### src/exec_pkg.sv
package exec_pkg;

    // ==============================
    // Widths
    // ==============================
    localparam int XLEN     = 64;  // Operand and result word
    localparam int UOP_W    = 64;  // Issued micro-op
    localparam int ROB_ID_W = 6;   // 64-entry ROB
    localparam int ALU_OP_W = 4;   // Opcode field
    localparam int SHAMT_W  = 6;   // Shift amount, low bits of B

    typedef logic [XLEN-1:0]     xdata_t;
    typedef logic [UOP_W-1:0]    uop_t;
    typedef logic [ROB_ID_W-1:0] rob_id_t;
    typedef logic [ALU_OP_W-1:0] alu_op_t;

    // ==============================
    // Uop layout
    // ==============================
    // [3:0] opcode, [31:16] A, [47:32] B, rest unused here
    localparam int UOP_OP_LSB  = 0;
    localparam int UOP_A_LSB   = 16;
    localparam int UOP_B_LSB   = 32;
    localparam int UOP_FIELD_W = 16;  // Both operands zero-extended to XLEN

    // ==============================
    // ALU opcodes
    // ==============================
    localparam alu_op_t OP_ADD = 4'd1;
    localparam alu_op_t OP_SUB = 4'd2;
    localparam alu_op_t OP_AND = 4'd3;
    localparam alu_op_t OP_OR  = 4'd4;
    localparam alu_op_t OP_XOR = 4'd5;
    localparam alu_op_t OP_SHL = 4'd6;  // A << B[5:0]
    localparam alu_op_t OP_SHR = 4'd7;  // A >> B[5:0], logical
    localparam alu_op_t OP_MOV = 4'd8;  // Result is B
    // Any other code gives zero

    // Completion slots toward the ROB
    // One per unit, so a full cycle of completions always fits
    localparam int NUM_SLOTS = 3;

endpackage

### src/int_alu.sv
`timescale 1ns/100ps

module int_alu (
    input  logic              clk,
    input  logic              rst_n,
    input  logic              issue_valid,   // No ready, one op per cycle
    input  exec_pkg::uop_t    issue_uop,
    input  exec_pkg::rob_id_t issue_rob_id,
    output logic              done,          // One cycle after issue
    output exec_pkg::rob_id_t rob_id,
    output exec_pkg::xdata_t  result
);
    import exec_pkg::*;

    // Decoded fields
    alu_op_t            alu_op;
    xdata_t             operand_a;
    xdata_t             operand_b;
    logic [SHAMT_W-1:0] shamt;
    xdata_t             alu_result;

    // ==============================
    // Operand extraction
    // ==============================
    assign alu_op    = issue_uop[UOP_OP_LSB +: ALU_OP_W];
    assign operand_a = XLEN'(issue_uop[UOP_A_LSB +: UOP_FIELD_W]);  // Zero-extended
    assign operand_b = XLEN'(issue_uop[UOP_B_LSB +: UOP_FIELD_W]);
    assign shamt     = operand_b[SHAMT_W-1:0];  // Only low bits of B

    // ==============================
    // Operation select
    // ==============================
    always_comb begin
        case (alu_op)
            OP_ADD:  alu_result = operand_a + operand_b;
            OP_SUB:  alu_result = operand_a - operand_b;  // Wraps in 64 bits
            OP_AND:  alu_result = operand_a & operand_b;
            OP_OR:   alu_result = operand_a | operand_b;
            OP_XOR:  alu_result = operand_a ^ operand_b;
            OP_SHL:  alu_result = operand_a << shamt;     // May grow past 16 bits
            OP_SHR:  alu_result = operand_a >> shamt;
            OP_MOV:  alu_result = operand_b;
            default: alu_result = '0;                     // Undefined codes
        endcase
    end

    // ==============================
    // Result register
    // ==============================
    // Done and result cleared, result computed every cycle
    always_ff @(posedge clk or negedge rst_n) begin
        if (!rst_n) begin
            done   <= 1'b0;
            result <= '0;
        end else begin
            done   <= issue_valid;
            result <= alu_result;
        end
    end

    // Tag follows the op, only looked at with done
    always_ff @(posedge clk) begin
        rob_id <= issue_rob_id;
    end

endmodule

### src/mul_pipe.sv
`timescale 1ns/100ps

module mul_pipe #(
    parameter int MUL_STAGES = 3  // Register stages, issue to done, at least 2
) (
    input  logic              clk,
    input  logic              rst_n,
    input  logic              issue_valid,
    input  exec_pkg::uop_t    issue_uop,
    input  exec_pkg::rob_id_t issue_rob_id,
    output logic              done,
    output exec_pkg::rob_id_t rob_id,
    output exec_pkg::xdata_t  result
);
    import exec_pkg::*;

    localparam int PROD_W = 2 * UOP_FIELD_W;  // 16x16 fits in 32

    // Stage 0 holds operands, stages 1 and up hold the product
    logic [UOP_FIELD_W-1:0] a_q;
    logic [UOP_FIELD_W-1:0] b_q;
    logic [PROD_W-1:0]      product;
    logic                   vld_q  [MUL_STAGES];
    rob_id_t                rob_q  [MUL_STAGES];
    logic [PROD_W-1:0]      prod_q [1:MUL_STAGES-1];

    // ==============================
    // Operand stage and tag line
    // ==============================
    always_ff @(posedge clk) begin
        a_q      <= issue_uop[UOP_A_LSB +: UOP_FIELD_W];
        b_q      <= issue_uop[UOP_B_LSB +: UOP_FIELD_W];
        rob_q[0] <= issue_rob_id;
        for (int i = 1; i < MUL_STAGES; i++) begin
            rob_q[i] <= rob_q[i-1];  // ROB id rides with its valid
        end
    end

    // Multiply between stage 0 and stage 1
    assign product = a_q * b_q;

    // ==============================
    // Valid and product pipeline
    // ==============================
    // New multiply may enter every cycle
    always_ff @(posedge clk or negedge rst_n) begin
        if (!rst_n) begin
            for (int i = 0; i < MUL_STAGES; i++) begin
                vld_q[i] <= 1'b0;
            end
            for (int i = 1; i < MUL_STAGES; i++) begin
                prod_q[i] <= '0;
            end
        end else begin
            vld_q[0]  <= issue_valid;
            prod_q[1] <= product;
            for (int i = 1; i < MUL_STAGES; i++) begin
                vld_q[i] <= vld_q[i-1];
            end
            for (int i = 2; i < MUL_STAGES; i++) begin
                prod_q[i] <= prod_q[i-1];  // Empty loop for two stages
            end
        end
    end

    // Last stage drives the packer
    assign done   = vld_q[MUL_STAGES-1];
    assign rob_id = rob_q[MUL_STAGES-1];
    assign result = XLEN'(prod_q[MUL_STAGES-1]);  // Zero-extended product

endmodule

### src/completion_packer.sv
`timescale 1ns/100ps

module completion_packer (
    input  logic                                              clk,
    input  logic                                              rst_n,
    input  logic                                              alu0_done,
    input  exec_pkg::rob_id_t                                 alu0_rob_id,
    input  exec_pkg::xdata_t                                  alu0_result,
    input  logic                                              alu1_done,
    input  exec_pkg::rob_id_t                                 alu1_rob_id,
    input  exec_pkg::xdata_t                                  alu1_result,
    input  logic                                              mul_done,
    input  exec_pkg::rob_id_t                                 mul_rob_id,
    input  exec_pkg::xdata_t                                  mul_result,
    output logic [exec_pkg::NUM_SLOTS-1:0]                    eu_complete,
    output logic [exec_pkg::NUM_SLOTS*exec_pkg::ROB_ID_W-1:0] eu_rob_id,
    output logic [exec_pkg::NUM_SLOTS*exec_pkg::XLEN-1:0]     eu_result
);
    import exec_pkg::*;

    localparam int NUM_SRCS = 3;  // alu0, alu1, mul

    // Sources in fixed priority order
    logic    src_done [NUM_SRCS];
    rob_id_t src_rob  [NUM_SRCS];
    xdata_t  src_res  [NUM_SRCS];

    // Packed slots before the register
    logic [NUM_SLOTS-1:0]          pack_vld;
    logic [NUM_SLOTS*ROB_ID_W-1:0] pack_rob;
    logic [NUM_SLOTS*XLEN-1:0]     pack_res;

    assign src_done[0] = alu0_done;
    assign src_rob[0]  = alu0_rob_id;
    assign src_res[0]  = alu0_result;
    assign src_done[1] = alu1_done;
    assign src_rob[1]  = alu1_rob_id;
    assign src_res[1]  = alu1_result;
    assign src_done[2] = mul_done;
    assign src_rob[2]  = mul_rob_id;
    assign src_res[2]  = mul_result;

    // ==============================
    // Compaction
    // ==============================
    // Each finished source takes the next free slot from 0 upward
    always_comb begin
        int unsigned slot;
        slot     = 0;
        pack_vld = '0;
        pack_rob = '0;  // Unused slots stay zero
        pack_res = '0;
        for (int i = 0; i < NUM_SRCS; i++) begin
            if (src_done[i] && slot < NUM_SLOTS) begin  // Never full, slots match units
                pack_vld[slot]                      = 1'b1;
                pack_rob[slot*ROB_ID_W +: ROB_ID_W] = src_rob[i];
                pack_res[slot*XLEN +: XLEN]         = src_res[i];
                slot++;
            end
        end
    end

    // ==============================
    // Output register toward ROB
    // ==============================
    always_ff @(posedge clk or negedge rst_n) begin
        if (!rst_n) begin
            eu_complete <= '0;
            eu_rob_id   <= '0;
            eu_result   <= '0;
        end else begin
            eu_complete <= pack_vld;
            eu_rob_id   <= pack_rob;
            eu_result   <= pack_res;
        end
    end

endmodule

### src/op_counters.sv
`timescale 1ns/100ps

module op_counters #(
    parameter int CNT_W = 32  // Counter width, wraps when full
) (
    input  logic             clk,
    input  logic             rst_n,
    input  logic             alu0_done,
    input  logic             alu1_done,
    input  logic             mul_done,
    output logic [CNT_W-1:0] perf_alu_ops,
    output logic [CNT_W-1:0] perf_mul_ops
);

    // Done pulses widened to counter width
    logic [CNT_W-1:0] alu_inc;
    logic [CNT_W-1:0] mul_inc;

    // 0, 1 or 2 ALU completions per cycle
    assign alu_inc = CNT_W'(alu0_done) + CNT_W'(alu1_done);
    assign mul_inc = CNT_W'(mul_done);

    // ==============================
    // Free-running counters
    // ==============================
    // Count lands on the edge after the done pulse
    always_ff @(posedge clk or negedge rst_n) begin
        if (!rst_n) begin
            perf_alu_ops <= '0;
            perf_mul_ops <= '0;
        end else begin
            perf_alu_ops <= perf_alu_ops + alu_inc;
            perf_mul_ops <= perf_mul_ops + mul_inc;
        end
    end

endmodule

### src/exec_cluster.sv
`timescale 1ns/100ps

module exec_cluster #(
    parameter int MUL_STAGES = 3,   // Multiplier latency in cycles
    parameter int CNT_W      = 32   // Perf counter width
) (
    input  logic                                              clk,
    input  logic                                              rst_n,

    // Issue ports from the IQ, valid only, never stalled
    input  logic                                              alu0_issue_valid,
    input  exec_pkg::uop_t                                    alu0_issue_uop,
    input  exec_pkg::rob_id_t                                 alu0_issue_rob_id,
    input  logic                                              alu1_issue_valid,
    input  exec_pkg::uop_t                                    alu1_issue_uop,
    input  exec_pkg::rob_id_t                                 alu1_issue_rob_id,
    input  logic                                              mul_issue_valid,
    input  exec_pkg::uop_t                                    mul_issue_uop,
    input  exec_pkg::rob_id_t                                 mul_issue_rob_id,

    // Completion toward the ROB, flat slots
    output logic [exec_pkg::NUM_SLOTS-1:0]                    eu_complete,
    output logic [exec_pkg::NUM_SLOTS*exec_pkg::ROB_ID_W-1:0] eu_rob_id,
    output logic [exec_pkg::NUM_SLOTS*exec_pkg::XLEN-1:0]     eu_result,

    // Perf counters
    output logic [CNT_W-1:0]                                  perf_alu_ops,
    output logic [CNT_W-1:0]                                  perf_mul_ops
);
    import exec_pkg::*;

    // Unit outputs into the packer
    logic    alu0_done;
    rob_id_t alu0_rob_id;
    xdata_t  alu0_result;
    logic    alu1_done;
    rob_id_t alu1_rob_id;
    xdata_t  alu1_result;
    logic    mul_done;
    rob_id_t mul_rob_id;
    xdata_t  mul_result;

    // ==============================
    // Execute stage
    // ==============================
    int_alu u_alu0 (
        .clk          (clk),
        .rst_n        (rst_n),
        .issue_valid  (alu0_issue_valid),
        .issue_uop    (alu0_issue_uop),
        .issue_rob_id (alu0_issue_rob_id),
        .done         (alu0_done),
        .rob_id       (alu0_rob_id),
        .result       (alu0_result)
    );

    int_alu u_alu1 (
        .clk          (clk),
        .rst_n        (rst_n),
        .issue_valid  (alu1_issue_valid),
        .issue_uop    (alu1_issue_uop),
        .issue_rob_id (alu1_issue_rob_id),
        .done         (alu1_done),
        .rob_id       (alu1_rob_id),
        .result       (alu1_result)
    );

    mul_pipe #(
        .MUL_STAGES (MUL_STAGES)
    ) u_mul (
        .clk          (clk),
        .rst_n        (rst_n),
        .issue_valid  (mul_issue_valid),
        .issue_uop    (mul_issue_uop),
        .issue_rob_id (mul_issue_rob_id),
        .done         (mul_done),
        .rob_id       (mul_rob_id),
        .result       (mul_result)
    );

    // ==============================
    // Completion and counters
    // ==============================
    // One more register, ALU total 2 cycles, MUL total MUL_STAGES+1
    completion_packer u_packer (
        .clk         (clk),
        .rst_n       (rst_n),
        .alu0_done   (alu0_done),
        .alu0_rob_id (alu0_rob_id),
        .alu0_result (alu0_result),
        .alu1_done   (alu1_done),
        .alu1_rob_id (alu1_rob_id),
        .alu1_result (alu1_result),
        .mul_done    (mul_done),
        .mul_rob_id  (mul_rob_id),
        .mul_result  (mul_result),
        .eu_complete (eu_complete),
        .eu_rob_id   (eu_rob_id),
        .eu_result   (eu_result)
    );

    op_counters #(
        .CNT_W (CNT_W)
    ) u_counters (
        .clk          (clk),
        .rst_n        (rst_n),
        .alu0_done    (alu0_done),
        .alu1_done    (alu1_done),
        .mul_done     (mul_done),
        .perf_alu_ops (perf_alu_ops),
        .perf_mul_ops (perf_mul_ops)
    );

endmodule

### config.mk
export PLATFORM = sky130hd
export DESIGN_NAME = exec_cluster
export DESIGN_NICKNAME = d
export VERILOG_FILES = /design/src/exec_pkg.sv /design/src/int_alu.sv /design/src/mul_pipe.sv /design/src/completion_packer.sv /design/src/op_counters.sv /design/src/exec_cluster.sv
export SDC_FILE = /design/constraint.sdc
export NUM_CORES = 2
export LEC_CHECK = 0
export BUFFER_PORTS_ARGS = -buffer_cell sky130_fd_sc_hd__clkbuf_2
export CAP_MARGIN = 20
export CORE_MARGIN = 1
export CORE_UTILIZATION = 35
export CTS_CLUSTER_SIZE = 40
export DETAILED_ROUTE_END_ITERATION = 7
export PLACE_DENSITY_LB_ADDON = 0.1
export SKIP_LAST_GASP = 1
export SYNTH_ARGS = -nofsm -noshare
export SYNTH_HDL_FRONTEND = slang
export SYNTH_SLANG_ARGS = --single-unit
### constraint.sdc
create_clock -name clk -period 5.5 [get_ports clk]
set_input_delay 0.55 -clock clk [delete_from_list [all_inputs] [get_ports clk]]
set_output_delay 0.55 -clock clk [all_outputs]
set_load 0.05 [all_outputs]
==> Word level (Yosys, flattened, before mapping) <==
Memories as Yosys holds them, arrays and structs flattened.
Cells that the tools add are included.
{ "op_classes": {"reduce_logical": 4, "shifts": 12, "n_bitwise": 8, "mux": 21, "eq_ne": 16, "order_cmp": 6, "n_addsub": 12, "multipliers": 3} }
{ "ops": {"columns": ["op", "n"], "rows": [
  ["$pmux W64 S8", 2],
  ["$bwmux W192", 2],
  ["$mux W192", 2],
  ["$shift A64 B34 Y192 const A", 2],
  ["$shiftx A64 B34 Y192", 2],
  ["$shl A16 B6 Y64", 2],
  ["$shr A16 B6 Y64", 2],
  ["$neg A32 Y34", 3],
  ["$shift A6 B34 Y18 const A", 2],
  ["$shiftx A6 B34 Y18", 2],
  ["$mux W64", 1],
  ["$bwmux W18", 2],
  ["$mux W18", 2],
  ["$add A16 B16 Y17", 2],
  ["$neg A7 Y34", 1],
  ["$sub A16 B16 Y17", 2],
  ["$add A32 B1 Y32", 1],
  ["$add A32 B32 Y32", 1],
  ["$and A16 B16 Y16", 2],
  ["$eq A4 B3 Y1 const B", 8],
  ["$ge A32 B1 Y1 const B", 1],
  ["$lt A32 B2 Y1 const B", 1],
  ["$lt A32 B3 Y1 const B", 1],
  ["$mul A16 B16 Y32", 1],
  ["20 further kinds", 35]
]} }
{ "word_totals": {"elab_cells": 101, "mem_count": 1, "out_inout_bits": 277, "ram_bits": 18, "ff_bits": 518, "inputBits": 215} }
{ "mem_list": {"columns": ["memory", "words", "word_bits", "rd", "rd_clocked_by_memory_dff", "wr", "line_no", "rtl"], "rows": [
  ["u_mul.rob_q", 3, 6, 3, 0, 3, "mul_pipe.sv:24", "rob_id_t rob_q [MUL_STAGES];"]
]} }

==> Longest topological paths before layout <==
{ "logic_depth": {"word_depth": 10, "depth_mapped": 24, "ltp_nobuf": 23} }

==> Modules after synthesis <==
A second synthesis with hierarchy kept.
{ "hier_totals": {"cells_unflattened": 3768, "hier_area_um2": 36439.9} }
{ "by_module_without_submodules": {"columns": ["module", "cells_each", "instances", "area_per_inst_um2", "seq_area_each_um2"], "rows": [
  ["mul_pipe", 1153, 1, 11673.7, 2677.6],
  ["completion_packer", 668, 1, 8305.5, 5330.1],
  ["int_alu (u_alu0)", 868, 1, 6804.0, 1746.7],
  ["int_alu (u_alu1)", 838, 1, 6774.0, 1746.7],
  ["op_counters", 241, 1, 2882.8, 1601.5]
]} }

==> Worst setup path before layout <==
OpenSTA, ideal clock, no wires.
{ "synth_timing": {"path_type": "register to register", "startpoint": "reg u_mul.b_q[9]", "endpoint": "reg u_mul.prod_q[60] (netlist bit)", "t_required_ps": 5377, "setup_ps": 123, "stages_incl_launch_ff": 24, "synth_period_minus_slack_ps": 5960, "arrival_ps": 5837, "setup_slack_ps": -460, "path_buffers": 1, "cell_sequence": "dfxtp_1 clkbuf_1 nand2_1 fa_1 inv_1 fa_1 inv_1 fa_1 inv_1 fa_1 fa_1 inv_1 fa_1 inv_1 ha_1 inv_1 o21bai_1 a21oi_1 and2_1 a311oi_1 o21ai_0 o21ai_0 a31oi_1 xnor2_1"} }
{ "synth_between": {"elab_chain_len": 1} }
{ "synth_lines": {"columns": ["item", "line_no", "rtl"], "rows": [
  ["start: declaration", "mul_pipe.sv:21", "logic [UOP_FIELD_W-1:0] b_q;"],
  ["start signal: assignment", "mul_pipe.sv:32", "b_q <= issue_uop[UOP_B_LSB +: UOP_FIELD_W];"],
  ["$mul A16 B16 Y32", "mul_pipe.sv:40", "assign product = a_q * b_q;"],
  ["via u_mul.product[28]", "mul_pipe.sv:22", "logic [PROD_W-1:0] product;"],
  ["end signal: indexed assignment", "mul_pipe.sv:61", "prod_q[i] <= prod_q[i-1];"],
  ["end: declaration", "mul_pipe.sv:25", "logic [PROD_W-1:0] prod_q [1:MUL_STAGES-1];"]
]} }
The timed path passes the listed nets, and every way through them passes these cells.

==> Final worst setup path <==
{ "layout_timing": {"startpoint": "reg u_mul.b_q[5]", "endpoint": "reg u_mul.prod_q[60] (netlist bit)"} }
Same word-level chain as after synthesis.

==> results.json <==
{
  "synth_top_family_by_area": "adder cells",
  "crit_chain": "buf_6 > and2_4 > fa_2 > inv_2 > fa_2 > fa_2 > inv_2 > fa_2 > fa_1 > inv_2 > fa_2 > inv_2 > ha_4 > nand2_4 > nor2_4 > o21ai_2 > and3_4 > a311oi_4 > o21ai_2 > o21ai_2 > a31oi_1 > xnor2_1",
  "ir_drop_mv": 0.7443,
  "synth_xor_area_share_pct": 2.243,
  "hold_class": "in -> reg",
  "cts_inserted_buffers": 58,
  "wl_per_cell_um": 22.25,
  "synth_compound_area_share_pct": 17.33,
  "grt_pass1_wl_mm": 174.6,
  "portBuffers": 371,
  "critical_path.most_common_cell": "fa_2",
  "p_leak_uw": 0.01967,
  "rsz0062_at_grt": "yes",
  "critPathMaxStageDelay_ns": 0.59,
  "switchingPower_uw": 8286,
  "rows": 112,
  "cts_tree": "built",
  "synthArstFlopShare_pct": 87.70,
  "failed_checks": "negative setup slack",
  "slew_headroom_pct": 27.52,
  "syn_to_final_growth_pct": 21.87,
  "clk_pin_slew_ns": 0.06,
  "yosys.area_share.simple_pct": 14.31,
  "grt_remaining_overflow": 0,
  "fin_cells": 5286,
  "dp_cells": 5089,
  "grt_max_degree": 145,
  "synth_top_area_share_pct": 33.32,
  "cap_violations": 0,
  "crit_family": "adder cells",
  "cts_sinks": 504,
  "clockRootBuffer": "clkbuf_16",
  "setup_violations": 5,
  "dieArea_um2": 96080,
  "viasPerCell": 5.184,
  "netlist_area_um2": 33200,
  "synth_cells": 3493,
  "grt_pass1_vias": 27510,
  "crit_required_ns": 6.05,
  "hold_viol": 0,
  "wl_mm": 117.6,
  "p_sw_share_pct": 40.58,
  "cts.path.max_buffers": 3,
  "pwr-share-comb_pct": 58.5,
  "ys_ff_latch": 504,
  "synth_mux_area_share_pct": 2.292,
  "rrSetupSlack_ns": -0.18,
  "dr_total_vias": 27400,
  "setup_ws_ns": -0.1795,
  "start_kind": "flip-flop",
  "worstMarginPinSlew_ns": 1.081,
  "synth.area.top_cells": "dfrtp_1 33%, fa_1 12%, ha_1 7.9%, nand2_1 4.0%, and2_1 3.8%",
  "drtIter0Drc": 2121,
  "yosysTopAreaCell": "dfrtp_1",
  "track_usage_pct": 24.04,
  "crit_fanout": 6,
  "ys_types": 78,
  "avgSynthCellArea_um2": 9.503,
  "crit_path_end_kind": "flip-flop",
  "ys.warnings.count": 0,
  "fin_crit_sh_pct": 103.3,
  "route.detailed.drc": 0,
  "dp_hpwl_mm": 91.27,
  "crit_type": "reg -> reg",
  "clock_power_share_pct": 19.0,
  "pin_count": 492,
  "worstSkewPairLatency_ns": 0.68,
  "ant_nets": 0,
  "whs_ns": 0.04034,
  "p_per_area_nw_per_um2": 504.8,
  "max_clock_freq_mhz": 176.1,
  "die_x_um": 310.0,
  "finalNetCount": 4604,
  "htree_levels": 2,
  "outcome": "finished with violations",
  "antenna_found_initial": 1,
  "sequentialPowerShare_pct": 22.5,
  "seq_area_frac_synth_pct": 37.06,
  "drive_gt1_share_pct": 21.51,
  "fp.dieH_um": 310.0,
  "synthAdderAreaFrac_pct": 19.92,
  "synth_ff_type": "dfrtp_1",
  "fin_skew_ns": 0.05390,
  "coreArea_um2": 93610,
  "dr.pass1.iters": 7,
  "synth_enable_flop_cells": 0,
  "place_congestion": 0.9398,
  "cp.buffers_inverters": 5,
  "fin_crit_ns": 5.679,
  "slew_violations": 0,
  "cp_slowest_cell": "fa_2",
  "initial_core_util_pct": 35.46,
  "arrival_ns": 6.23,
  "p_int_uw": 12130
}
## final cells by class
| cell class | instances | area, um2 |
|---|---|---|
| Antenna cell | 2 | 5.005 |
| Clock buffer | 84 | 1669 |
| Sequential cell | 504 | 12380 |
| Timing Repair Buffer | 619 | 3978 |
| Multi-Input combinational cell | 2456 | 19280 |
| Inverter | 341 | 1280 |
| Clock inverter | 26 | 292.8 |
| Fill cell | 9329 | 53150 |
| Tap cell | 1254 | 1569 |
## worst register-to-register path, cell delays in order (launching register included)
cell and delay (ns):
dfxtp_4 0.37, buf_6 0.13, and2_4 0.15, fa_2 0.56
inv_2 0.04, fa_2 0.43, fa_2 0.59, inv_2 0.04
fa_2 0.46, fa_1 0.52, inv_2 0.04, fa_2 0.53
inv_2 0.04, ha_4 0.30, nand2_4 0.07, nor2_4 0.10
o21ai_2 0.06, and3_4 0.19, a311oi_4 0.31, o21ai_2 0.11
o21ai_2 0.21, a31oi_1 0.12, xnor2_1 0.19
## cells in the final DEF (no fill, tap or decap), types with 18 or more instances in the layout
master         instances
inv_1                302
o21bai_1              18
a221oi_1              32
a21oi_1              136
fa_1                 182
nand4_1               20
xor2_1                25
nor2_1               243
inv_2                 33
nand2b_1              19
nand2_1              345
conb_1                32
o21ai_0              193
o22ai_1               31
nor3_1                39
nand3_1               60
clkbuf_16             58
clkbuf_2             370
dfrtp_1              441
buf_4                175
dlygate4sd3_1         52
nor2b_1               18
a211oi_1              18
a21o_1                39
mux2i_1               40
a22o_1                38
xnor2_1               58
dfxtp_1               32
and2_1               186
ha_1                 196
a22oi_1              110
o221ai_1              34
a31oi_1               24
## repair_timing
item                                    in CTS  in global routing
buffers inserted                            14                 19
gates resized for setup                     79                107
pin swaps                                   31                 93
endpoints found under the setup margin      14                 17
hold buffers                                52                  0
endpoints found under the hold margin      129                  0
gates cloned                                 0                  0
## worst paths after layout
| kind | start | to | cells after the start |
|---|---|---|---|
| min in group asynchronous | rst_n | u_counters.perf_alu_ops[31] | 2 |
| max | u_mul.b_q[5] | u_mul.prod_q[60] | 22 |
| min reg2reg | u_mul.prod_q[58] | u_mul.result[26] | 0 |
| max reg2reg | u_mul.b_q[5] | u_mul.prod_q[60] | 22 |
| min | mul_issue_uop[17] | u_mul.a_q[1] | 1 |
| max in group asynchronous | rst_n | u_counters.perf_mul_ops[23] | 3 |
## synthesized netlist by cell type (15+ instances only)
cell	n
a21o_1	39
a22o_1	38
o22ai_1	31
and2_1	201
nor2_1	249
buf_4	33
dfxtp_1	62
nor3_1	43
dfrtp_1	442
nor2b_1	19
o221ai_1	34
nand4_1	20
inv_1	334
ha_1	210
a211oi_1	19
a21oi_1	147
nand3_1	61
o21bai_1	18
clkbuf_1	164
xor2_1	25
a221oi_1	32
mux2i_1	40
o21ai_0	201
a22oi_1	110
fa_1	199
o211ai_1	17
nand2b_1	19
nand2_1	352
a31oi_1	25
o22a_1	15
xnor2_1	60
## power groups by stage
| stage | clock network, uW | registers, uW | logic, uW |
|---|---|---|---|
| floorplan | 0 | 4940 | 6450 |
| global placement | 0 | 4670 | 10300 |
| detailed placement | 0 | 4670 | 10200 |
| CTS | 4010 | 4600 | 11300 |
| global route | 4140 | 4640 | 13300 |
| finish | 3880 | 4600 | 11900 |
## per-stage QoR
stage	cell area [um2]	setup TNS, ns	power, uW	utilization, %	worst slack [ns]
4_1_cts	40050	-1.450	19870	42.78	-0.2456
3_5_place_dp	37230	-3.721	14880	39.77	-0.4644
5_1_grt	40450	-2.290	22090	43.21	-0.3873
3_3_place_gp	37220	-3.450	14970	39.77	-0.4292
2_1_floorplan	33560	0	11390	-	0.008949
6_report	40460	-0.6102	20420	43.22	-0.1795
## logic make-up after synthesis
kind of cell               after synthesis
other                                    1
and+or+nand+nor                       1017
AOI/OAI and AO/OA                      852
buffers and inverters                  564
xor gates and xnor gates                85
adders and majority gates              409
DFF                                    504
muxes                                   61
## routing by layer
metal,vias up,track usage (%),share of wire [%],wire [um]
li1,12840,-,-,-
met1,13580,32.83,45,52620
met5,-,0,0.010,12
met4,2,7.217,2.8,3337
met2,822,39.38,47,55270
met3,151,3.440,5.4,6346
## sequential cells by signal, summed over array words and instances, names as in the netlist, 2 cells and up
name	flops
u_packer.eu_result	160
u_mul.result	32
u_mul.rob_q	18
u_packer.eu_rob_id	18
u_mul.a_q	16
u_counters.perf_alu_ops	32
u_counters.perf_mul_ops	32
u_alu1.result	64
u_alu1.rob_id	6
u_mul.prod_q	32
u_alu0.result	64
u_mul.b_q	16
u_packer.eu_complete	3
u_mul.vld_q	2
u_alu0.rob_id	6
Note: power is estimated with default switching activity, not from simulation.
